<file path="src/design/cpu_defs.svh">
`ifndef CPU_DEFS_SVH
`define CPU_DEFS_SVH

// data and instruction word width
`define CPU_XLEN 32

// word address width of the shared RAM
`define MEM_ADDR_BITS 10

// number of words behind the arbiter
`define MEM_DEPTH_WORDS (1 << `MEM_ADDR_BITS)

// word address of the first instruction
`define RESET_PC 0

// destination of jal
`define LINK_REG 31

`endif

</file>
<file path="src/design/cpu_pkg.sv">
`include "cpu_defs.svh"
`default_nettype none

package cpu_pkg;

    // opcode in instruction bits 31:26, anything not listed halts the core
    typedef enum logic [5:0] {
        op_alu_r   = 6'h00,  // rd = rs op rt, op in bits 3:0
        op_alu_i   = 6'h01,  // rd = rs + sext(imm)
        op_shift_i = 6'h02,  // rd = rs op imm[10:6], op in bits 3:0
        op_load    = 6'h03,  // rd = mem[rs + sext(imm)]
        op_store   = 6'h04,  // mem[rs + sext(imm)] = rt
        op_branch  = 6'h05,  // if cond(rt[1:0]) pc = pc + 1 + imm
        op_jal     = 6'h06,  // r31 = pc + 1, pc = pc + 1 + imm
        op_jr      = 6'h07,  // pc = rs
        op_halt    = 6'h3f
    } opcode_e;

    typedef enum logic [3:0] {
        alu_add = 4'd0,
        alu_sub = 4'd1,
        alu_and = 4'd2,
        alu_or  = 4'd3,
        alu_xor = 4'd4,
        alu_shl = 4'd5,
        alu_shr = 4'd6,
        alu_sra = 4'd7,
        alu_slt = 4'd8
    } alu_op_e;

    typedef enum logic [1:0] {
        wb_alu  = 2'd0,
        wb_load = 2'd1,
        wb_link = 2'd2
    } wb_sel_e;

    typedef enum logic {
        dst_rd   = 1'b0,
        dst_link = 1'b1
    } dst_sel_e;

    typedef struct packed {
        logic                      cyc;
        logic                      stb;
        logic                      we;
        logic [`MEM_ADDR_BITS-1:0] adr;
        logic [`CPU_XLEN-1:0]      dat;
    } wb_req_t;

    typedef struct packed {
        logic                 ack;
        logic [`CPU_XLEN-1:0] dat;
    } wb_rsp_t;

    typedef struct packed {
        alu_op_e  alu_op;
        logic     alu_src_imm;   // operand b from the immediate
        logic     imm_is_shift;  // immediate is a zero-extended shamt
        logic     reg_write;
        wb_sel_e  wb_sel;
        dst_sel_e dst_sel;
        logic     flags_write;
    } ctrl_t;

endpackage

`default_nettype wire

</file>
<file path="src/design/bus_arbiter.sv">
`default_nettype none

module bus_arbiter (
    input  wire logic             clk,
    input  wire logic             rst,
    input  wire cpu_pkg::wb_req_t m0_req,
    input  wire cpu_pkg::wb_req_t m1_req,
    output cpu_pkg::wb_rsp_t      m0_rsp,
    output cpu_pkg::wb_rsp_t      m1_rsp,
    output cpu_pkg::wb_req_t      s_req,
    input  wire cpu_pkg::wb_rsp_t s_rsp
);

    logic locked;  // a master owns the bus until its cyc drops
    logic owner;   // last master granted
    logic sel;

    always_comb begin
        if (locked) begin
            sel = owner;
        end else if (m0_req.cyc && m1_req.cyc) begin
            sel = ~owner;  // round robin
        end else begin
            sel = m1_req.cyc;
        end
    end

    assign s_req = sel ? m1_req : m0_req;

    always_comb begin
        m0_rsp     = s_rsp;
        m1_rsp     = s_rsp;
        m0_rsp.ack = s_rsp.ack && !sel;
        m1_rsp.ack = s_rsp.ack && sel;
    end

    always_ff @(posedge clk) begin
        if (rst) begin
            locked <= 1'b0;
            owner  <= 1'b1;  // master 0 wins the first tie
        end else if (locked) begin
            if (!s_req.cyc) locked <= 1'b0;
        end else if (s_req.cyc) begin
            locked <= 1'b1;
            owner  <= sel;
        end
    end

endmodule

`default_nettype wire

</file>
<file path="config.mk">
export PLATFORM = sky130hd
export DESIGN_NAME = bus_arbiter
export DESIGN_NICKNAME = d
export VERILOG_FILES = /design/src/design/cpu_pkg.sv /design/src/design/bus_arbiter.sv
export VERILOG_INCLUDE_DIRS = /design/src /design/src/design
export SDC_FILE = /design/constraint.sdc
export NUM_CORES = 1
export LEC_CHECK = 0
export BUFFER_PORTS_ARGS = -buffer_cell sky130_fd_sc_hd__buf_2
export CORE_AREA = 2 2 93 95
export CTS_BUF_LIST = sky130_fd_sc_hd__clkbuf_16
export CTS_CLUSTER_SIZE = 24
export DETAILED_ROUTE_END_ITERATION = 12
export DIE_AREA = 0 0 95 97
export GPL_TIMING_DRIVEN = 1
export PLACE_DENSITY = 0.66
export SLEW_MARGIN = 30
export SYNTH_ARGS = -nofsm -noshare
export SYNTH_HDL_FRONTEND = slang
export SYNTH_SLANG_ARGS = --single-unit
</file>
<file path="constraint.sdc">
create_clock -name clk -period 1.12 [get_ports clk]
set_input_delay 0 -clock clk [delete_from_list [all_inputs] [get_ports clk]]
set_output_delay 0 -clock clk [all_outputs]
set_load 0.005 [all_outputs]
</file>
# After elaboration in Yosys (flattened, before gate mapping)

Index checks and enable logic that the tools add are counted.

Mux-type cells: 4
Bitwise gates (word level): 2
Reductions and logical operators: 5

Operators by type and width:

| kind              | count |
|---|---|
| $mux 45           | 1 |
| $logic_and 1x1->1 | 3 |
| $mux 1            | 3 |
| $not 1->1         | 2 |
| $reduce_and 2->1  | 1 |
| $logic_not 1->1   | 1 |

Register bits: 2
Input port bits: 125
Output and inout bits: 111
Logic and storage cells: 13

# Longest topological paths before layout

Depth after elaboration: 5
Gate-level depth with buffers: 5
Mapped depth without buffers: 3

# Least setup slack after synthesis

OpenSTA, ideal clock, no wires.

Kind: register to register
Start point: reg locked
End point: reg locked
Setup time: 0.125 ns
Data arrival time: 0.997 ns
Data required time: 0.995 ns
Path slack: -0.002 ns
Stages on the path, launching flop included: 5
Path buffers: 2
Clock period less this slack: 1.122 ns
Cells stage by stage: dfxtp_1 buf_2 buf_2 nor3b_1 nor3_1

Cells in the longest elaborated chain, start to end: 3

RTL lines:

| item                   | RTL line                             | source |
|---|---|---|
| start, declared        | bus_arbiter.sv:14                    | `logic locked;` |
| start signal, assigned | bus_arbiter.sv:39                    | `locked <= 1'b0;` |
| start signal, assigned | bus_arbiter.sv:42                    | `if (!s_req.cyc) locked <= 1'b0;` |
| start signal, assigned | bus_arbiter.sv:44                    | `locked <= 1'b1;` |
| $mux 1                 | bus_arbiter.sv:19                    | `if (locked) begin` |
| $mux 45                | bus_arbiter.sv:28                    | `assign s_req = sel ? m1_req : m0_req;` |
| $mux 1                 | bus_arbiter.sv:42, bus_arbiter.sv:43 |  |

No other way between the ends.
A chain may end at the register's enable or synchronous reset.

==> flow_summary.yaml <==
final_layout:
  design_area_um2: 2850
  finalNetCount: 485
  drive_gt1_share_pct: 63.4
  finalNonFillerCells: 463
  antenna_cells: 0
  area_growth_pct: 34.0
worst_setup_path:
  path_cells: "a21boi_4, buf_12, clkbuf_16, or3_1, o221a_2, buf_2"
  reg2reg_slack_ns: -0.05
  r2r-start: "locked$_SDFF_PP0_"
  required_ns: 1.12
  crit_arrival_ns: 1.48
  path_max_fanout: 6
  cp.depth: 6
  reg2regPathDepth: 4
  cp_top_family: "buffers and inverters"
  crit_type: "flip-flop to primary output"
  crit_buf_inv: 3
  cp_slowest_cell: "dfxtp_4"
  cpPeakStageDelay_ns: 0.35
  cp-end-kind: "primary output"
  startpoint_type: "flip-flop"
  critPathCapture: "s_req[34]"
  rr_endpoint: "locked$_SDFF_PP0_"
  crit_path_start: "owner$_SDFFE_PP1P_"
placement:
  finalWeightedCongestion: 0.723
  place_inst: 453
  dpl_cell_area_um2: 2510
  place_ws_ns: -0.169
  io_buffers: 139
  hpwl_um: 5140
sta:
  max_clock_freq_mhz: 674
  finalSetupViolations: 48
  worst_slack_ns: -0.363
  skew_ns: 0.0000367
  drv_slew: 0
  timing.slew.headroom_pct: 85.8
  worstMarginPinSlew_ns: 0.213
  fin_crit_ns: 1.48
  rsz0062_at_grt: "true"
  finalSetupTns_ns: -15.96
  finalHoldViolCount: 0
  finalCritPeriodShare_pct: 132
power_and_ir_drop:
  seq_power_share_pct: 4.1
  comb_power_share_pct: 71.4
  p_sw_share_pct: 34.5
  total_power_w: 0.00217
  power_frac_clock_pct: 24.5
  leakagePower_nw: 1.43
  powerDensity_nw_per_um2: 763
  p_sw_w: 0.000751
  ir_worst_vdd_mv: 0.587
  p_int_w: 0.00142
clock_network:
  cts-buffers-inserted: 3
  cts_buffer_depth: 2
  clock_latency_ns: 0.22
  cts_root_buf: "clkbuf_16"
  cts_tree: "done"
  cts_sinks: 2
  cts_max_level: 1
  cts.clk_slew.worst_paths_ns: 0.03
floorplan:
  pin_count: 236
  rows: 33
  core_area_um2: 8130
  chipWidth_um: 95
  die_y_um: 97
  start_util_pct: 26.1
  die_area_um2: 9220
synthesis:
  synth_common_cells: "buf_4 (66), a2bb2oi_1 (44), inv_1 (44), or3_1 (44), o221a_2 (41)"
  syn_nets: 411
  synthFlopType: "dfxtp_1"
  yosys-top-cells-area: "buf_4 (23%), o221a_2 (22%), a2bb2oi_1 (18%), or3_1 (13%), inv_1 (7.8%)"
  synth_top_cell_by_area: "buf_4"
  synthCells: 286
  async_reset_ff_share_pct: 0
  synth_area_per_cell_um2: 7.43
  ys_seq_area_share_pct: 1.88
  synth.most_common_cell: "buf_4"
  synth_edf_count: 0
  synth_top_area_share_pct: 23.3
  synth_area_um2: 2130
  synth-seq-cells: 2
  synth_cell_types: 23
  yosys_warnings: 0
routing:
  route.detailed.wl_per_inst_um: 15.7
  drt_iter0_drc: 121
  routed_wl_um: 7270
  drc: 0
  vias: 2429
  ant_nets: 0
  routed_via_density: 5.25
  first_pass_iters: 4
hold_path:
  min_path_type: "input pin to primary output"
global_routing:
  grt_pass1_wl_um: 11100
  grt_max_degree: 44
  grt_usage_pct: 14.4
  antenna_found_initial: 0
  grt-ovfl-total: 0
  first_global_vias: 2347
run_status:
  violations: "setup timing"
  status: "finished, violations left"
run:
  drv_cap: 0
## per-stage QoR
step,hold WS (ns),util (%)
after floorplan,0.0793,-
after global placement,0.0000536,30.9
after detailed placement,0.0000536,30.9
after CTS,0.0000536,32.6
after global routing,0.0000137,35.0
final,0.00000263,35.0
## power by group through the flow
stage / logic, W / registers (W) / clock network (W)
global placement: 0.00135 / 0.0000887 / 0
detailed placement: 0.00138 / 0.0000896 / 0
floorplan: 0.00101 / 0.0000807 / 0
CTS: 0.00144 / 0.0000927 / 0.000545
global route: 0.00170 / 0.0000910 / 0.000545
finish: 0.00155 / 0.0000897 / 0.000533
## what timing repair did
action / CTS / global route
gates cloned: 1 / 2
hold buffers: 1 / 0
endpoints found under the hold margin: 2 / 0
gates resized for setup: 8 / 20
pin swaps: 0 / 3
endpoints found under the setup margin: 48 / 49
buffers inserted: 0 / 3
## layer usage
metal	up-vias	share of wire, %	GRT usage, %
met5	-	0	0
met4	0	0.63	2.34
met3	13	8.4	2.49
met2	133	54	28.2
met1	1137	37	15.9
li1	1146	-	-
## worst min-delay path by stage
stage	startpoint	end	slack, ns	cells after the start
global placement	s_rsp[13]	m0_rsp[13]	0.00005	0
global route	s_rsp[18]	m1_rsp[18]	0.00001	0
detailed placement	s_rsp[13]	m0_rsp[13]	0.00005	0
floorplan	rst	locked$_SDFF_PP0_	0.08	1
finish	s_rsp[14]	m1_rsp[14]	0.000003	0
CTS	s_rsp[13]	m0_rsp[13]	0.00005	0
## worst reg2reg max path: cells and delay by family (launching register included)
kind | cells | cell delay [ns]
compound gates | 1 | 0.20
simple gates | 2 | 0.20
flops | 1 | 0.40
buf+inv | 1 | 0.25
## cell families (layout without fill, tap and decap cells)
group / Yosys count / in the layout / share of synthesized area (%)
compound gates: 93 / 93 / 44.0
buf+inv: 137 / 209 / 38.3
flops: 2 / 2 / 1.88
simple gates: 54 / 54 / 15.8
## flip-flops by register name, indices dropped and copies added, names as in the netlist
signal / cells
owner: 1
locked: 1
## layout by cell type, fill, tap and decap left out, types with 2 or more instances in the layout
cell type / netlist / layout
clkbuf_16: 0 / 5
a2bb2oi_2: 0 / 11
buf_12: 0 / 8
nand2b_4: 0 / 2
dfxtp_4: 0 / 2
o221a_1: 3 / 3
inv_1: 44 / 44
a2bb2oi_1: 44 / 33
buf_2: 17 / 137
buf_4: 66 / 9
buf_6: 4 / 4
or3_1: 44 / 43
o221a_2: 41 / 40
## layout make-up
class,count,area (µm²)
repair buffers,162,1050
inverters,44,165
flip-flops and latches,2,47.5
well taps,105,131
multi-input cells,147,1380
clock buffers,3,75.1
fillers,854,5290
No activity file was read; power rests on OpenSTA's default activity.
