===== config.mk =====
export PLATFORM = sky130hd
export DESIGN_NAME = control_unit
export DESIGN_NICKNAME = d
export VERILOG_FILES = /design/src/design/cpu_pkg.sv /design/src/design/control_unit.sv
export VERILOG_INCLUDE_DIRS = /design/src /design/src/design
export SDC_FILE = /design/constraint.sdc
export NUM_CORES = 1
export LEC_CHECK = 0
export ABC_AREA = 1
export BUFFER_PORTS_ARGS = -buffer_cell sky130_fd_sc_hd__buf_4
export CORE_AREA = 2 2 112 114
export CTS_CLUSTER_DIAMETER = 150
export DETAILED_ROUTE_END_ITERATION = 7
export DIE_AREA = 0 0 114 116
export MAX_ROUTING_LAYER = met4
export PLACE_DENSITY = 0.8
export SETUP_SLACK_MARGIN = 0.4
export SYNTH_ARGS = -nofsm -noshare
export SYNTH_HDL_FRONTEND = slang
export SYNTH_SLANG_ARGS = --single-unit

===== constraint.sdc =====
create_clock -name clk -period 3.2 [get_ports clk]
set_input_delay 0.16 -clock clk [delete_from_list [all_inputs] [get_ports clk]]
set_output_delay 0.16 -clock clk [all_outputs]
set_load 0.01 [all_outputs]

===== src/design/cpu_defs.svh =====
`ifndef CPU_DEFS_SVH
`define CPU_DEFS_SVH

// data and instruction word width
`define CPU_XLEN 32

// word address width of the shared RAM
`define MEM_ADDR_BITS 10

// number of words behind the arbiter
`define MEM_DEPTH_WORDS (1 << `MEM_ADDR_BITS)

// word address of the first instruction
`define RESET_PC 0

// destination of jal
`define LINK_REG 31

`endif


===== src/design/cpu_pkg.sv =====
`include "cpu_defs.svh"
`default_nettype none

package cpu_pkg;

    // opcode in instruction bits 31:26, anything not listed halts the core
    typedef enum logic [5:0] {
        op_alu_r   = 6'h00,  // rd = rs op rt, op in bits 3:0
        op_alu_i   = 6'h01,  // rd = rs + sext(imm)
        op_shift_i = 6'h02,  // rd = rs op imm[10:6], op in bits 3:0
        op_load    = 6'h03,  // rd = mem[rs + sext(imm)]
        op_store   = 6'h04,  // mem[rs + sext(imm)] = rt
        op_branch  = 6'h05,  // if cond(rt[1:0]) pc = pc + 1 + imm
        op_jal     = 6'h06,  // r31 = pc + 1, pc = pc + 1 + imm
        op_jr      = 6'h07,  // pc = rs
        op_halt    = 6'h3f
    } opcode_e;

    typedef enum logic [3:0] {
        alu_add = 4'd0,
        alu_sub = 4'd1,
        alu_and = 4'd2,
        alu_or  = 4'd3,
        alu_xor = 4'd4,
        alu_shl = 4'd5,
        alu_shr = 4'd6,
        alu_sra = 4'd7,
        alu_slt = 4'd8
    } alu_op_e;

    typedef enum logic [1:0] {
        wb_alu  = 2'd0,
        wb_load = 2'd1,
        wb_link = 2'd2
    } wb_sel_e;

    typedef enum logic {
        dst_rd   = 1'b0,
        dst_link = 1'b1
    } dst_sel_e;

    typedef struct packed {
        logic                      cyc;
        logic                      stb;
        logic                      we;
        logic [`MEM_ADDR_BITS-1:0] adr;
        logic [`CPU_XLEN-1:0]      dat;
    } wb_req_t;

    typedef struct packed {
        logic                 ack;
        logic [`CPU_XLEN-1:0] dat;
    } wb_rsp_t;

    typedef struct packed {
        alu_op_e  alu_op;
        logic     alu_src_imm;   // operand b from the immediate
        logic     imm_is_shift;  // immediate is a zero-extended shamt
        logic     reg_write;
        wb_sel_e  wb_sel;
        dst_sel_e dst_sel;
        logic     flags_write;
    } ctrl_t;

endpackage

`default_nettype wire


===== src/design/control_unit.sv =====
`include "cpu_defs.svh"
`default_nettype none

module control_unit (
    input  wire logic                 clk,
    input  wire logic                 rst,
    input  wire logic                 run,
    output cpu_pkg::wb_req_t          bus_req,
    input  wire cpu_pkg::wb_rsp_t     bus_rsp,
    output cpu_pkg::ctrl_t            ctrl,
    output logic                      commit,
    output logic [4:0]                rd,
    output logic [4:0]                rs,
    output logic [4:0]                rt,
    output logic [15:0]               imm,
    output logic [`CPU_XLEN-1:0]      link_value,
    output logic [`CPU_XLEN-1:0]      load_data,
    input  wire logic [`CPU_XLEN-1:0] alu_result,
    input  wire logic [`CPU_XLEN-1:0] store_data,
    input  wire logic [`CPU_XLEN-1:0] rs_value,
    input  wire logic [2:0]           flags,
    output logic                      halted
);

    typedef enum logic [2:0] {
        st_idle, st_fetch, st_decode, st_execute, st_memory, st_writeback, st_halted
    } state_e;

    state_e                    state;
    cpu_pkg::opcode_e          op;
    cpu_pkg::ctrl_t            dec;
    logic [`MEM_ADDR_BITS-1:0] pc;
    logic [`MEM_ADDR_BITS-1:0] pc_plus1;
    logic [`MEM_ADDR_BITS-1:0] pc_target;
    logic [`MEM_ADDR_BITS-1:0] pc_next;
    logic [`CPU_XLEN-1:0]      ir;
    logic                      op_known;
    logic                      is_store;
    logic                      cond_true;

    assign op         = cpu_pkg::opcode_e'(ir[31:26]);
    assign rd         = ir[25:21];
    assign rs         = ir[20:16];
    assign rt         = ir[15:11];
    assign imm        = ir[15:0];
    assign pc_plus1   = pc + 1'b1;
    assign link_value = `CPU_XLEN'(pc_plus1);
    assign is_store   = op == cpu_pkg::op_store;
    assign commit     = state == st_writeback;
    assign halted     = state == st_halted;

    always_comb begin
        dec      = '0;
        op_known = 1'b1;
        case (op)
            cpu_pkg::op_alu_r: begin
                dec.alu_op      = cpu_pkg::alu_op_e'(ir[3:0]);
                dec.reg_write   = 1'b1;
                dec.flags_write = 1'b1;
            end
            cpu_pkg::op_alu_i: begin  // add only
                dec.alu_src_imm = 1'b1;
                dec.reg_write   = 1'b1;
                dec.flags_write = 1'b1;
            end
            cpu_pkg::op_shift_i: begin
                dec.alu_op       = cpu_pkg::alu_op_e'(ir[3:0]);
                dec.alu_src_imm  = 1'b1;
                dec.imm_is_shift = 1'b1;
                dec.reg_write    = 1'b1;
                dec.flags_write  = 1'b1;
            end
            cpu_pkg::op_load: begin
                dec.alu_src_imm = 1'b1;
                dec.reg_write   = 1'b1;
                dec.wb_sel      = cpu_pkg::wb_load;
            end
            cpu_pkg::op_store: dec.alu_src_imm = 1'b1;  // address is rs + imm
            cpu_pkg::op_jal: begin
                dec.reg_write = 1'b1;
                dec.wb_sel    = cpu_pkg::wb_link;
                dec.dst_sel   = cpu_pkg::dst_link;
            end
            cpu_pkg::op_branch, cpu_pkg::op_jr: ;
            default: op_known = 1'b0;  // halt and unknown opcodes
        endcase
    end

    // condition codes 0 zero, 1 not zero, 2 carry, 3 sign
    always_comb begin
        case (rt[1:0])
            2'd0:    cond_true = flags[0];
            2'd1:    cond_true = !flags[0];
            2'd2:    cond_true = flags[2];
            default: cond_true = flags[1];
        endcase
    end

    always_comb begin
        case (op)
            cpu_pkg::op_branch:
                pc_target = cond_true ? pc_plus1 + imm[`MEM_ADDR_BITS-1:0] : pc_plus1;
            cpu_pkg::op_jal: pc_target = pc_plus1 + imm[`MEM_ADDR_BITS-1:0];
            cpu_pkg::op_jr:  pc_target = rs_value[`MEM_ADDR_BITS-1:0];
            default:         pc_target = pc_plus1;
        endcase
    end

    always_ff @(posedge clk) begin
        if (rst) begin
            state <= st_idle;
            pc    <= `MEM_ADDR_BITS'(`RESET_PC);
            ctrl  <= '0;
        end else begin
            case (state)
                st_idle:    if (run) state <= st_fetch;
                st_fetch:   if (bus_rsp.ack) state <= st_decode;
                st_decode: begin
                    ctrl  <= dec;
                    state <= op_known ? st_execute : st_halted;
                end
                st_execute: begin
                    state <= (is_store || op == cpu_pkg::op_load) ? st_memory : st_writeback;
                end
                st_memory:  if (bus_rsp.ack) state <= st_writeback;
                st_writeback: begin
                    pc    <= pc_next;
                    state <= st_fetch;
                end
                default: state <= st_halted;  // stays until reset
            endcase
        end
    end

    always_ff @(posedge clk) begin
        if (state == st_fetch && bus_rsp.ack) ir <= bus_rsp.dat;
        if (state == st_memory && bus_rsp.ack) load_data <= bus_rsp.dat;
        if (state == st_execute) pc_next <= pc_target;
    end

    always_comb begin
        bus_req     = '0;
        bus_req.cyc = state == st_fetch || state == st_memory;
        bus_req.stb = bus_req.cyc;
        bus_req.we  = state == st_memory && is_store;
        bus_req.adr = (state == st_memory) ? alu_result[`MEM_ADDR_BITS-1:0] : pc;
        bus_req.dat = store_data;
    end

endmodule

`default_nettype wire


Word level (Yosys, flattened, before mapping)
Cells that the tools add are included.
Widths: inputs -> output; s select.
{ "totals": {"in_bits": 135, "regBits": 98, "wordCells": 65, "output_inout_bits": 153} }
{ "classes": {"add_sub_neg": 2, "reduce_logical": 15, "n_eq_ne": 18, "n_mux": 18} }
{ "op_table": {"columns": ["cell", "count"], "rows": [
  ["$pmux 10 s3", 1],
  ["$eq 6x3->1 const B", 4],
  ["$mux 10", 2],
  ["$pmux 3 s6", 1],
  ["$eq 6x2->1 const B", 2],
  ["$mux 3", 4],
  ["$add 10x1->10 const B", 1],
  ["$add 10x10->10", 1],
  ["$eq 3x3->1 const B", 3],
  ["$reduce_or 8->1", 1],
  ["$mux 1", 7],
  ["$eq 3x2->1 const B", 2],
  ["$eq 6x1->1 const B", 1],
  ["$logic_not 6->1", 1],
  ["$ne 2x2->1 const B", 3],
  ["$reduce_or 5->1", 1],
  ["$mux 4", 1],
  ["$pmux 2 s2", 1],
  ["$reduce_or 4->1", 1],
  ["$eq 3x1->1 const B", 1],
  ["$logic_and 1x1->1", 3],
  ["$logic_not 3->1", 1],
  ["$pmux 1 s3", 1],
  ["$reduce_and 3->1", 1],
  ["7 further kinds", 8]
]} }

Depth between registers and ports, before layout
{ "logic_depth": {"word_depth": 5, "mapped_depth": 16, "mapped_depth_nobuf": 16} }

Worst setup path after synthesis
No wires, ideal clock.
{ "synth_path": {"kind": "register to register", "startpoint": "reg state[1]", "endpoint": "reg load_data[0] (enable)", "synth_period_minus_slack_ns": 2.603, "arrival_ns": 2.182, "setup_ns": 0.421, "path_slack_ns": 0.597, "path_stages_with_launch": 5, "required_time_ns": 2.779, "n_path_buf": 1, "cell_sequence": "dfxtp_1 -> nor2_1 -> nand2_2 -> buf_2 -> nor2_1"} }
{ "synth_between": {"elab_chain_len": 2} }
{ "synth_rtl": {"columns": ["element", "line_no", "text"], "rows": [
  ["start: declaration", "control_unit.sv:29", "state_e state;"],
  ["start signal: assignment", "control_unit.sv:111", "state <= st_idle;"],
  ["start signal: assignment", "control_unit.sv:116", "st_idle: if (run) state <= st_fetch;"],
  ["start signal: assignment", "control_unit.sv:117", "st_fetch: if (bus_rsp.ack) state <= st_decode;"],
  ["$eq 3x3->1", "control_unit.sv:137", "if (state == st_memory && bus_rsp.ack) load_data <= bus_rsp.dat;"],
  ["$logic_and 1x1->1", "control_unit.sv:137", null],
  ["end signal: assignment", "control_unit.sv:137", null],
  ["end: declaration", "control_unit.sv:17", "output logic [`CPU_XLEN-1:0] load_data,"]
]} }
No other way between the ends.
A chain may end at the register's enable or synchronous reset.

Final worst setup path
{ "layout_path": {"startpoint": "reg pc[1]", "endpoint": "reg pc_next[9], data pin"} }
{ "layout_between": {"elab_chain_len": 4} }
{ "layout_rtl": {"columns": ["element", "line_no", "text"], "rows": [
  ["start: declaration", "control_unit.sv:32", "logic [`MEM_ADDR_BITS-1:0] pc;"],
  ["start signal: assignment", "control_unit.sv:112", "pc <= `MEM_ADDR_BITS'(`RESET_PC);"],
  ["start signal: assignment", "control_unit.sv:127", "pc <= pc_next;"],
  ["$add 10x1->10 (*)", "control_unit.sv:46", "assign pc_plus1 = pc + 1'b1;"],
  ["$add 10x10->10", "control_unit.sv:102, control_unit.sv:103", null],
  ["$mux 10", "control_unit.sv:102", "pc_target = cond_true ? pc_plus1 + imm[`MEM_ADDR_BITS-1:0] : pc_plus1;"],
  ["$pmux 10 s3 (*)", "control_unit.sv:100", "case (op)"],
  ["named net pc_target[9]", "control_unit.sv:34", "logic [`MEM_ADDR_BITS-1:0] pc_target;"],
  ["end signal: assignment", "control_unit.sv:138", "if (state == st_execute) pc_next <= pc_target;"],
  ["end: declaration", "control_unit.sv:35", "logic [`MEM_ADDR_BITS-1:0] pc_next;"]
]} }
The timed path passes the listed nets; every way through them passes the cells marked *.

==> flow_summary.ini <==
[timing]
min_period_over_period_pct = 81.7
slew_headroom_pct = 34.9
finalMaxSlewViolations = 0
setup_viol = 0
report.final.hold_viol_count = 0
min_period_ps = 2620
hold_slack_ps = 8.09
worstMarginPinSlew_ps = 974
fin_worst_skew_ps = 7.64
max_clock_freq_mhz = 382
finalSetupTns_ps = 0
rsz0062_at_grt = false

[placed_design]
gp_congestion = 0.849
post-dp-hpwl_um = 10300
port_buffers = 157
placedInstanceArea_mm2 = 0.00568
dp.cells = 713

[floorplanning]
core_area_mm2 = 0.0119
io_pins = 288
dieArea_mm2 = 0.0132
start_util_pct = 41.2
rows = 40
die_w_um = 114
die_h_um = 116

[global_routing]
grt_pass1_vias = 3744
antenna_found_initial = 0
grt_max_degree = 33
grt_pass1_wl_um = 19700
grtUsageTotal_pct = 20.8
overflow = 0

[critical_path]
crit_required_ps = 3290
cpMostUsedCell = nand2_1
r2r_slack_ps = 580
critPathMaxStageDelay_ps = 360
arrival_ps = 2710
critPathMaxFanout = 7
crit_slowest_cell = dfxtp_2
cp_cell_sequence = ha_1 -> nand2_1 -> nor2_2 -> a31oi_1 -> or2_2 -> inv_1 -> ha_1 -> nand2_1 -> nand2_1 -> a21oi_1 -> nand3_1 -> inv_1 -> nand2_1 -> nand3_1 -> a21oi_1
cp-start-kind = flip-flop
critPathCaptureType = flip-flop
path_class = flip-flop to flip-flop

[power]
powerDensity_mw_per_mm2 = 598
p_switching_w = 0.00117
pwr-share-clk_pct = 28.9
p_int_w = 0.00259
ir_drop_uv = 537
power.leakage_nw = 2.73
p_comb_share_pct = 26.9
pwr-share-seq_pct = 44.1
power_switching_share_pct = 31.1

[finish]
antennaDiodeCount = 0
final_core_util_pct = 52.8
area_growth_pct = 28.3
final_cells = 758
num-fill-cells = 993
fin_nets = 752
fin_area_mm2 = 0.00629
drive_gt1_share_pct = 33.4

[synth]
ys.flop_type = edfxtp_1
synthTopCellsByCount = buf_4 (88), nand2_1 (77), edfxtp_1 (74)
synth_area_leaders = edfxtp_1 (45%), buf_4 (13%), dfxtp_1 (9.4%)
ys_async_sr_fraction_pct = 0
ys_types = 37
syn_area_mm2 = 0.00490
yosysWarnings = 0
netlist.area_leader.share_pct = 45.3
synth_most_common_cell = buf_4
post_synth.cell_area_avg_um2 = 10.2
yosys_register_bits = 97
ys_seq_area_share_pct = 54.7
syn_inst = 479
synth_top_area_cell = edfxtp_1
synth_edf_count = 74

[routing]
routed_wl_um = 13900
wl_per_cell_um = 18.3
drtIter0Drc = 213
drc = 0
vias = 3724
ant_nets = 0
first_pass_iters = 4
via_per_inst = 4.91

[cts]
cts_root_buf = clkbuf_16
path_clk_slew_ps = 70
clockBufferDepth = 2
cts_sinks = 97
cts_setup_buffers = 0
htree_levels = 3
insertion_delay_ps = 350
cts_buffers = 9
tritoncts = yes

[status]
outcome = complete, no violations

[worst_hold_path]
hold_path.class = input port to flip-flop

[job]
maxCapViolations = 0
==> per-layer routing <==
layer  track usage (%)  share of wire [%]  up-vias
li1                  -                  -     1762
met3              5.70                 10       25
met5                 -                  0        -
met4              8.86                2.3        0
met1              22.2                 37     1701
met2              36.3                 51      236
==> repair_timing <==
item | 4_1_cts | 5_1_grt
endpoints found under the setup margin | 0 | 1
gates resized for setup | 0 | 5
hold buffers | 29 | 0
endpoints found under the hold margin | 55 | 0
==> registers in the layout (all words and copies together) (netlist names) <==
register / cells
load_data: 32
pc_next: 10
ctrl: 10
ir: 32
state: 3
pc: 10
==> worst paths after layout <==
check,from,endpoint,cells after the start
max,pc[1],pc_next[9],15
min,bus_rsp[22],load_data[22],1
max reg2reg,pc[1],pc_next[9],15
min reg2reg,pc_next[8],pc[8],2
==> logic make-up (layout without fill, tap and decap cells) <==
group	Yosys count	in the layout	synth area share, %
XOR/XNOR	9	9	1.61
adder cells (fa/ha/maj)	11	11	2.96
AO/OA/AOI/OAI	58	58	6.81
multiplexers	7	7	1.61
AND/OR/NAND/NOR	165	165	15.4
other	1	22	0.0765
flip-flops	97	97	54.7
buffers and inverters	131	242	16.8
==> layout by cell type (no fill, tap or decap), types with 10 or more instances in the layout <==
cell | synthesis | final
buf_4 | 88 | 157
nand2_1 | 77 | 77
edfxtp_1 | 74 | 74
inv_1 | 38 | 38
nor2_1 | 40 | 37
dlygate4sd3_1 | 0 | 29
nand3_1 | 22 | 22
conb_1 | 1 | 22
o21ai_0 | 21 | 21
a21oi_1 | 21 | 21
dfxtp_1 | 23 | 21
ha_1 | 10 | 10
==> power by group through the flow <==
| stage | Combinational, W | Clock (W) | Sequential [W] |
|---|---|---|---|
| after global routing | 0.00111 | 0.00114 | 0.00168 |
| final | 0.00101 | 0.00109 | 0.00166 |
| after global placement | 0.000957 | 0 | 0.00168 |
| after floorplan | 0.000664 | 0 | 0.00168 |
| after detailed placement | 0.000983 | 0 | 0.00168 |
| after CTS | 0.00101 | 0.00110 | 0.00166 |
==> worst max-delay path, delay by kind of cell (launching register included) <==
kind                     cells  cell delay, ps
AND/OR/NAND/NOR              8            1000
adder cells (fa/ha/maj)      2             490
flip-flops                   1             360
AO/OA/AOI/OAI                3             340
buffers and inverters        2             170
==> per-stage QoR <==
stage	setup WS, ps	power (W)
after floorplan	597	0.00234
after global placement	543	0.00263
after detailed placement	470	0.00267
after CTS	453	0.00377
after global routing	414	0.00393
final	585	0.00376
==> area by class of cell <==
type                       instances  area [um^2]  area share [%]
clock buffer                      10          229            3.64
clock inverter                     6         68.8            1.09
inverter                          40          150            2.39
multi-input combinational        272         1500            23.9
sequential                        97         2690            42.7
tap                              147          184            2.92
timing repair buffer             186         1470            23.4
Note: power is estimated with default switching activity, not from simulation.
