**config.mk**
```make
export PLATFORM = sky130hd
export DESIGN_NAME = data_path
export DESIGN_NICKNAME = d
export VERILOG_FILES = /design/src/design/cpu_pkg.sv /design/src/design/alu.sv /design/src/design/data_path.sv /design/src/design/register_file.sv
export VERILOG_INCLUDE_DIRS = /design/src /design/src/design
export SDC_FILE = /design/constraint.sdc
export NUM_CORES = 2
export LEC_CHECK = 0
export BUFFER_PORTS_ARGS = -buffer_cell sky130_fd_sc_hd__buf_2
export CAP_MARGIN = 20
export CELL_PAD_IN_SITES_DETAIL_PLACEMENT = 1
export CELL_PAD_IN_SITES_GLOBAL_PLACEMENT = 1
export CORE_MARGIN = 2
export CORE_UTILIZATION = 35
export CTS_BUF_LIST = sky130_fd_sc_hd__clkbuf_8 sky130_fd_sc_hd__clkbuf_16
export DETAILED_ROUTE_END_ITERATION = 7
export PLACE_DENSITY = 0.63
export SETUP_SLACK_MARGIN = 0.15
export SYNTH_ARGS = -nofsm -noshare
export SYNTH_HDL_FRONTEND = slang
export SYNTH_SLANG_ARGS = --single-unit
```
**constraint.sdc**
```tcl
create_clock -name clk -period 6.9 [get_ports clk]
set_input_delay 0.69 -clock clk [delete_from_list [all_inputs] [get_ports clk]]
set_output_delay 0.69 -clock clk [all_outputs]
set_load 0.01 [all_outputs]
```
**src/design/cpu_defs.svh**
```systemverilog
`ifndef CPU_DEFS_SVH
`define CPU_DEFS_SVH

// data and instruction word width
`define CPU_XLEN 32

// word address width of the shared RAM
`define MEM_ADDR_BITS 10

// number of words behind the arbiter
`define MEM_DEPTH_WORDS (1 << `MEM_ADDR_BITS)

// word address of the first instruction
`define RESET_PC 0

// destination of jal
`define LINK_REG 31

`endif

```
**src/design/cpu_pkg.sv**
```systemverilog
`include "cpu_defs.svh"
`default_nettype none

package cpu_pkg;

    // opcode in instruction bits 31:26, anything not listed halts the core
    typedef enum logic [5:0] {
        op_alu_r   = 6'h00,  // rd = rs op rt, op in bits 3:0
        op_alu_i   = 6'h01,  // rd = rs + sext(imm)
        op_shift_i = 6'h02,  // rd = rs op imm[10:6], op in bits 3:0
        op_load    = 6'h03,  // rd = mem[rs + sext(imm)]
        op_store   = 6'h04,  // mem[rs + sext(imm)] = rt
        op_branch  = 6'h05,  // if cond(rt[1:0]) pc = pc + 1 + imm
        op_jal     = 6'h06,  // r31 = pc + 1, pc = pc + 1 + imm
        op_jr      = 6'h07,  // pc = rs
        op_halt    = 6'h3f
    } opcode_e;

    typedef enum logic [3:0] {
        alu_add = 4'd0,
        alu_sub = 4'd1,
        alu_and = 4'd2,
        alu_or  = 4'd3,
        alu_xor = 4'd4,
        alu_shl = 4'd5,
        alu_shr = 4'd6,
        alu_sra = 4'd7,
        alu_slt = 4'd8
    } alu_op_e;

    typedef enum logic [1:0] {
        wb_alu  = 2'd0,
        wb_load = 2'd1,
        wb_link = 2'd2
    } wb_sel_e;

    typedef enum logic {
        dst_rd   = 1'b0,
        dst_link = 1'b1
    } dst_sel_e;

    typedef struct packed {
        logic                      cyc;
        logic                      stb;
        logic                      we;
        logic [`MEM_ADDR_BITS-1:0] adr;
        logic [`CPU_XLEN-1:0]      dat;
    } wb_req_t;

    typedef struct packed {
        logic                 ack;
        logic [`CPU_XLEN-1:0] dat;
    } wb_rsp_t;

    typedef struct packed {
        alu_op_e  alu_op;
        logic     alu_src_imm;   // operand b from the immediate
        logic     imm_is_shift;  // immediate is a zero-extended shamt
        logic     reg_write;
        wb_sel_e  wb_sel;
        dst_sel_e dst_sel;
        logic     flags_write;
    } ctrl_t;

endpackage

`default_nettype wire

```
**src/design/alu.sv**
```systemverilog
`include "cpu_defs.svh"
`default_nettype none

module alu (
    input  wire logic [`CPU_XLEN-1:0] a,
    input  wire logic [`CPU_XLEN-1:0] b,
    input  wire cpu_pkg::alu_op_e     op,
    output logic [`CPU_XLEN-1:0]      result,
    output logic                      carry,
    output logic                      sign,
    output logic                      zero
);

    logic [`CPU_XLEN:0] sum;
    logic [`CPU_XLEN:0] diff;
    logic               less;

    assign sum  = {1'b0, a} + {1'b0, b};
    assign diff = {1'b0, a} + {1'b0, ~b} + 1'b1;  // top bit is the inverted borrow
    assign less = $signed(a) < $signed(b);

    always_comb begin
        carry = 1'b0;
        case (op)
            cpu_pkg::alu_add: begin
                result = sum[`CPU_XLEN-1:0];
                carry  = sum[`CPU_XLEN];
            end
            cpu_pkg::alu_sub: begin
                result = diff[`CPU_XLEN-1:0];
                carry  = diff[`CPU_XLEN];
            end
            cpu_pkg::alu_and: result = a & b;
            cpu_pkg::alu_or:  result = a | b;
            cpu_pkg::alu_xor: result = a ^ b;
            cpu_pkg::alu_shl: result = a << b[4:0];
            cpu_pkg::alu_shr: result = a >> b[4:0];
            cpu_pkg::alu_sra: result = $signed(a) >>> b[4:0];
            cpu_pkg::alu_slt: begin
                result = `CPU_XLEN'(less);
                carry  = diff[`CPU_XLEN];
            end
            default: result = '0;  // unused encodings
        endcase
    end

    assign sign = result[`CPU_XLEN-1];
    assign zero = result == '0;

endmodule

`default_nettype wire

```
**src/design/data_path.sv**
```systemverilog
`include "cpu_defs.svh"
`default_nettype none

module data_path (
    input  wire logic                 clk,
    input  wire logic                 rst,
    input  wire cpu_pkg::ctrl_t       ctrl,
    input  wire logic                 commit,
    input  wire logic [4:0]           rd,
    input  wire logic [4:0]           rs,
    input  wire logic [4:0]           rt,
    input  wire logic [15:0]          imm,
    input  wire logic [`CPU_XLEN-1:0] link_value,
    input  wire logic [`CPU_XLEN-1:0] load_data,
    output logic [`CPU_XLEN-1:0]      alu_result,
    output logic [`CPU_XLEN-1:0]      store_data,
    output logic [`CPU_XLEN-1:0]      rs_value,
    output logic [2:0]                flags
);

    logic [`CPU_XLEN-1:0] rt_value;
    logic [`CPU_XLEN-1:0] imm_ext;
    logic [`CPU_XLEN-1:0] shamt_ext;
    logic [`CPU_XLEN-1:0] operand_b;
    logic [`CPU_XLEN-1:0] wb_value;
    logic [4:0]           waddr;
    logic                 alu_carry;
    logic                 alu_sign;
    logic                 alu_zero;

    assign imm_ext   = {{(`CPU_XLEN-16){imm[15]}}, imm};
    assign shamt_ext = `CPU_XLEN'(imm[10:6]);
    assign operand_b = !ctrl.alu_src_imm ? rt_value :
                       ctrl.imm_is_shift ? shamt_ext : imm_ext;

    always_comb begin
        case (ctrl.wb_sel)
            cpu_pkg::wb_load: wb_value = load_data;
            cpu_pkg::wb_link: wb_value = link_value;
            default:          wb_value = alu_result;
        endcase
    end

    assign waddr = (ctrl.dst_sel == cpu_pkg::dst_link) ? 5'(`LINK_REG) : rd;

    register_file register_file_inst (
        .clk     (clk),
        .rst     (rst),
        .we      (commit && ctrl.reg_write),
        .waddr   (waddr),
        .wdata   (wb_value),
        .raddr_a (rs),
        .raddr_b (rt),
        .rdata_a (rs_value),
        .rdata_b (rt_value)
    );

    alu alu_inst (
        .a      (rs_value),
        .b      (operand_b),
        .op     (ctrl.alu_op),
        .result (alu_result),
        .carry  (alu_carry),
        .sign   (alu_sign),
        .zero   (alu_zero)
    );

    // flags are {carry, sign, zero}
    always_ff @(posedge clk) begin
        if (rst) begin
            flags <= 3'b000;
        end else if (commit && ctrl.flags_write) begin
            flags <= {alu_carry, alu_sign, alu_zero};
        end
    end

    assign store_data = rt_value;

endmodule

`default_nettype wire

```
**src/design/register_file.sv**
```systemverilog
`include "cpu_defs.svh"
`default_nettype none

module register_file (
    input  wire logic                 clk,
    input  wire logic                 rst,
    input  wire logic                 we,
    input  wire logic [4:0]           waddr,
    input  wire logic [`CPU_XLEN-1:0] wdata,
    input  wire logic [4:0]           raddr_a,
    input  wire logic [4:0]           raddr_b,
    output logic [`CPU_XLEN-1:0]      rdata_a,
    output logic [`CPU_XLEN-1:0]      rdata_b
);

    logic [`CPU_XLEN-1:0] regs [32];

    always_ff @(posedge clk) begin
        if (rst) begin
            for (int i = 0; i < 32; i++) begin
                regs[i] <= '0;
            end
        end else if (we && waddr != 5'd0) begin  // r0 stays zero
            regs[waddr] <= wdata;
        end
    end

    assign rdata_a = regs[raddr_a];
    assign rdata_b = regs[raddr_b];

endmodule

`default_nettype wire

```
; Yosys cells after proc, flatten, opt, wreduce, memory -nomap -nowiden
; Memories as Yosys holds them, arrays and structs flattened.
; Cells that the tools add are included.
[word_totals]
reg_bits = 3
latch_bits = 0
mem_bits_rw = 1024
rom_bits = 0
inputBits = 109
output_inout_bits = 99
elab_cells = 45
mem_count = 1
[mem_list]
columns = memory, depth, width, rd, rd_ports_with_merged_regs, write_ports, line
row1 = register_file_inst.regs, 32, 32, 2, 0, 32, register_file.sv:16  ; logic [`CPU_XLEN-1:0] regs [32];
[op_classes]
add_sub_neg = 3
multipliers = 0
div_mod_pow = 0
n_lt_le_gt_ge = 1
n_eq_ne = 10
shifts = 3
muxes = 14
bitwise_logic = 4
reduce_logical = 8
[ops]
columns = cell, count
row1 = $pmux 32 s9, 1
row2 = $mux 32, 3
row3 = $add 32x32->33, 2
row4 = $pmux 32 s2, 1
row5 = $add 33x1->33 const B, 1
row6 = $and 32x32->32, 1
row7 = $logic_not 32->1, 1
row8 = $lt 32x32->1, 1
row9 = $not 32->32, 1
row10 = $or 32x32->32, 1
row11 = $reduce_or 32->1, 1
row12 = $shl 32x5->32, 1
row13 = $shr 32x5->32, 1
row14 = $sshr 32x5->32, 1
row15 = $xor 32x32->32, 1
row16 = $eq 4x3->1 const B, 4
row17 = $mux 5, 2
row18 = $eq 4x2->1 const B, 2
row19 = $mux 1, 6
row20 = $reduce_bool 5->1, 1
row21 = $eq 4x1->1 const B, 1
row22 = $eq 4x4->1 const B, 1
row23 = $logic_not 4->1, 1
row24 = $logic_and 1x1->1, 3
row25 = other kinds (4), 4

; Depth between registers and ports, before layout
[depth]
word_depth = 8
ltp_mapped = 30

; By module
; Synthesis repeated with hierarchy kept, for this count alone.
[hier_totals]
hier_cells = 6296
hier_area_um2 = 67624.9
[by_module_without_submodules]
columns = module, instances, cells_each, area_each_um2, seq_area_each_um2
row1 = register_file, 1, 4605, 55896.1, 30749.5
row2 = alu, 1, 1492, 10448.8, 0.0
row3 = data_path, 1, 199, 1280.0, 60.1

; Least setup slack after synthesis
; No wires, ideal clock.
[synth_path]
path_kind = in2out
from = input rt[0]
to = output alu_result[31]
arrival_ns = 6.627
t_required_ns = 6.210
slack_ns = -0.417
path_stages = 24
path_buffers = 6
path_cell_list = buf_2 -> clkbuf_1 -> buf_1 -> buf_1 -> mux4_2 -> mux4_2 -> mux2i_1 -> nor2_1 -> a21oi_1 -> ha_1 -> clkbuf_1 -> or3_1 -> nor3_1 -> nand3_1 -> a21oi_1 -> a211oi_1 -> o41a_1 -> a21oi_1 -> a221o_1 -> a21oi_1 -> a31o_2 -> or4_1 -> o211ai_1 -> buf_4
[synth_via]
elab_chain_cells = 6
word_cells_on_any_way = 13
classes_between = add/sub (3) / shift (3) / mux (2) / bitwise (4) / memory (1)
[synth_lines]
columns = item, line
row1 = from (decl), data_path.sv:11  ; input wire logic [4:0] rt,
row2 = $mem_v2 32x32 *, n/a
row3 = $mux 32 *, data_path.sv:33  ; assign operand_b = !ctrl.alu_src_imm ? rt_value :
row4 = $not 32->32, alu.sv:19  ; assign diff = {1'b0, a} + {1'b0, ~b} + 1'b1;
row5 = $add 32x32->33, alu.sv:19
row6 = $add 33x1->33, alu.sv:19
row7 = $pmux 32 s9 *, alu.sv:24  ; case (op)
row8 = to (decl), data_path.sv:15  ; output logic [`CPU_XLEN-1:0] alu_result,
; Every way passes the cells marked *; elsewhere a longest branch is shown, timed or not.

; Final worst setup path
[layout_path]
from = input rt[0]
to = output alu_result[29]
; Same word-level chain as after synthesis.

==> impl_summary.txt <==
----------------------------------------------------
[Synthesis]
  Dominant combinational cell family by area after synthesis ... multiplexers
  Fraction of synthesized cell area in xor and xnor cells ... 0.0281%
  Mean instance size in the synthesized netlist ... 12.0 um^2
  Post-synth EDFFs ... 1024
  Post-Synth Adder-Cell Area ... 2.09%
  Share of the synthesized area in compound gates (AO/OA/AOI/OAI) ... 10.8%
  Number of warnings reported in the yosys synthesis log ... 0
  Synth Register Bits ... 1027
  Mapped Cells ... 5191
  Top FF cell, synth ... sky130_fd_sc_hd__edfxtp_1
  Multiplexer share of the synthesized area ... 21.7%
  Post-synthesis instance area ... 62300 um^2
  Async set-reset flop share out of synthesis ... 0%
  Sequential element share of the synthesized area ... 49.5%
  Count of unique library cells instantiated by Yosys ... 98
  Simple-Gate Fraction of Synth Area ... 11.3%

[Timing]
  Total count of max-transition violations in the final report ... 0
  Unrepaired setup endpoints after global routing ... true
  Tmin final ... 6860 ps
  Hold slack ... 235 ps
  Slew @ Worst Pin ... 1250 ps
  Max Freq ... 0.146 GHz
  Setup-violating endpoint count in the final report ... 0
  Slew Limit Headroom ... 17.0%
  Post-route clock skew ... 33.7 ps
  Final hold violations ... 0
  Setup_tns ... 0 ps
  Final cycle utilization of the critical path ... 99.4%

[Global route]
  Routing layer with the top usage in global route ... met2
  Total overflow reported by the global router ... 0
  Number of antenna violations at the first check in global routing ... 12
  Pin count of the biggest net entering global routing ... 117
  Routing usage on met2 ... 54.4%
  Global-route wire length before repair ... 425 mm
  Met1 track utilization from global routing ... 39.8%
  Via count of the first global-routing pass ... 54355
  Overall fraction of global-route tracks in use ... 33.3%
  Met3 routing resource usage after global routing ... 6.62%

[Power]
  Final Total Pwr ... 19200 uW
  P_leak ... 0.0290 uW
  Pwr per Cell Area ... 252 nW/um^2
  VDD IR-drop max ... 0.214 mV

[CTS]
  Number of buffers inserted during clock tree synthesis ... 107
  Clk Latency, worst-skew pair ... 770 ps
  Worst-path clk slew ... 70 ps
  TritonCTS clock tree ... done
  H-tree levels ... 3
  Cell chosen for the clock root ... sky130_fd_sc_hd__clkbuf_16
  CTS Sinks ... 1027
  Number of buffers on the longest clock path ... 3

[Final layout]
  Number of filler instances in the final layout ... 18698
  Net count of the finished layout ... 6061
  Layout Cells excl Fill ... 8284
  Area Overhead vs Synth ... 22.3%
  Ratio of cells with drive above 1 in the final layout ... 32.0%
  Commonest non-fill, non-tap cell in the layout ... sky130_fd_sc_hd__nor2_1
  Utilization of the core after routing ... 43.2%
  Most frequent cells in the layout ... sky130_fd_sc_hd__nor2_1, sky130_fd_sc_hd__edfxtp_1, sky130_fd_sc_hd__buf_4, sky130_fd_sc_hd__mux4_2, sky130_fd_sc_hd__mux2i_1

[Critical path]
  Data arrival time of the critical path ... 6170 ps
  Critical Path End Type ... primary output
  Endpoint of the most critical setup path ... alu_result[29]
  Kind of start point of the critical path ... primary input
  Worst Reg-to-Reg Cells ... 29
  Start point of the critical path ... rt[0]
  Critical setup path kind ... primary input to primary output
  Slack of the worst reg-to-reg path ... 450 ps
  Worst R2R Start ... register_file_inst.regs[10][0]$_SDFFCE_PN0P_
  Highest net fanout along the worst path ... 8
  Critical R2R Capture ... flags[0]$_SDFFE_PP0P_
  Data required time at the worst endpoint ... 6210 ps

[Drt]
  Number of detailed-routing iterations run before antenna repair ... 6
  Routed Wire Length ... 309 mm
  Drt wl/cell ... 37.3 um
  Antenna Nets Post-Route ... 0
  Per-cell via count in the routed design ... 6.47
  Via count ... 53628
  Violation count after the first detailed-routing iteration ... 6977
  Total DRC errors in the routed layout ... 0

[Floorplanning]
  Cell row count ... 154
  Die Span X ... 426 um
  Area enclosed by the die boundary ... 181000 um^2
  Area of the core ... 176000 um^2
  Die Ht ... 426 um
  Ports placed on the boundary ... 208
  Starting Density ... 35.3%

[Run]
  Number of max-cap violations ... 0

[Status]
  Status ... completed

[Placement]
  Routability congestion estimate from global placement ... 1.01
  Total half-perimeter wirelength after legalization and detailed placement ... 208 mm
  Cells after DPL ... 8005
  Port buffer count ... 207

[Min path]
  Path category of the worst min-delay check ... primary input to register

----------------------------------------------------
registers in the layout (all words and copies together), names as in the netlist:
| register | count |
|---|---|
| flags | 3 |
| register_file_inst.regs | 1024 |
synthesized netlist by cell type (all sizes together) (10+ instances only):
library cell / n / area [um^2]
nor2: 1119 / 4210
edfxtp: 1024 / 30700
mux4: 427 / 9640
mux2i: 379 / 3790
clkbuf: 344 / 1300
a21oi: 186 / 935
a22oi: 171 / 1280
buf: 166 / 1060
nand2: 155 / 584
inv: 132 / 503
o21ai: 120 / 604
ha: 101 / 1260
nor3: 94 / 470
nand3: 87 / 455
a221oi: 59 / 523
a211oi: 51 / 388
nand2b: 48 / 300
a221o: 42 / 420
o22ai: 34 / 213
a31oi: 33 / 213
o211ai: 32 / 245
o21a: 31 / 233
o221ai: 28 / 251
a22o: 25 / 219
a21o: 21 / 158
or2: 20 / 125
or3: 19 / 119
nand4: 18 / 113
nor2b: 18 / 113
and2: 13 / 82.6
and3: 13 / 81.3
a211o: 12 / 105
o21bai: 12 / 90.1
mux2: 10 / 113
nor4: 10 / 62.6
o31ai: 10 / 75.1
worst min-delay path by stage:
stage                                      from                    end  slack [ps]  cells after the start
after global placement    flags[1]$_SDFFE_PP0P_  flags[1]$_SDFFE_PP0P_         450                      2
after global routing                    ctrl[0]  flags[1]$_SDFFE_PP0P_         240                      3
after floorplan           flags[1]$_SDFFE_PP0P_  flags[1]$_SDFFE_PP0P_         480                      2
after detailed placement  flags[1]$_SDFFE_PP0P_  flags[1]$_SDFFE_PP0P_         460                      2
after CTS                               ctrl[0]  flags[1]$_SDFFE_PP0P_         200                      3
final                                   ctrl[0]  flags[1]$_SDFFE_PP0P_         240                      3
where the power goes:
| part | internal (uW) | switching (uW) |
|---|---|---|
| sequential | 7090 | 139 |
| clock | 3500 | 2650 |
| combinational | 2250 | 3560 |
worst max-delay path, cell delays in order:
cell and delay (ps):
sky130_fd_sc_hd__buf_12 110, sky130_fd_sc_hd__buf_16 180, sky130_fd_sc_hd__buf_16 160, sky130_fd_sc_hd__mux4_2 520
sky130_fd_sc_hd__mux4_2 620, sky130_fd_sc_hd__mux2i_2 210, sky130_fd_sc_hd__buf_6 170, sky130_fd_sc_hd__nor2_4 30
sky130_fd_sc_hd__a21oi_2 110, sky130_fd_sc_hd__buf_4 150, sky130_fd_sc_hd__ha_4 200, sky130_fd_sc_hd__or3_4 390
sky130_fd_sc_hd__nor3_4 160, sky130_fd_sc_hd__nand3_2 90, sky130_fd_sc_hd__a21oi_2 140, sky130_fd_sc_hd__buf_6 150
sky130_fd_sc_hd__a211oi_4 70, sky130_fd_sc_hd__o41a_1 370, sky130_fd_sc_hd__buf_6 150, sky130_fd_sc_hd__a21oi_4 160
sky130_fd_sc_hd__a221o_1 210, sky130_fd_sc_hd__a21oi_2 90, sky130_fd_sc_hd__buf_4 140, sky130_fd_sc_hd__o31a_1 280
sky130_fd_sc_hd__o211ai_1 360, sky130_fd_sc_hd__buf_2 220
metal layers:
metal | up-vias | share of wire, % | wire, um
met2 | 3604 | 47 | 145000
met1 | 27820 | 36 | 110000
met4 | 4 | 7.9 | 24300
met3 | 996 | 9.6 | 29500
li1 | 21204 | - | -
met5 | - | 0.0091 | 28
cell type report:
| cell class | count | area [um^2] | share of cell area, % |
|---|---|---|---|
| inverters | 133 | 507 | 0.665 |
| clock inverters | 89 | 888 | 1.17 |
| repair buffers | 1028 | 8450 | 11.1 |
| well taps | 2340 | 2930 | 3.84 |
| clock buffers | 109 | 2730 | 3.58 |
| multi-input cells | 3552 | 29800 | 39.2 |
| diodes | 6 | 15.0 | 0.0197 |
| flip-flops and latches | 1027 | 30800 | 40.5 |
cells by family after synthesis:
group / Yosys count
and+or+nand+nor: 1653
DFF: 1027
AOI/OAI and AO/OA: 946
muxes: 816
buffers and inverters: 643
adders and majority gates: 103
xor gates and xnor gates: 2
other: 1
timing repair:
item                       CTS  global route
setup endpoints to repair   21            24
hold buffers                 0             0
buffers inserted            42            27
pin swaps                   37            45
gates resized for setup     95           103
gates cloned                 3             3
stage by stage:
stage | instance area, um^2 | worst slack (ps)
floorplan | 62500 | 135
global placement | 70800 | -628
detailed placement | 70900 | -663
CTS | 75400 | -93.4
global route | 76200 | -68.2
finish | 76200 | 41.3
(Power assumes the default switching activity.)
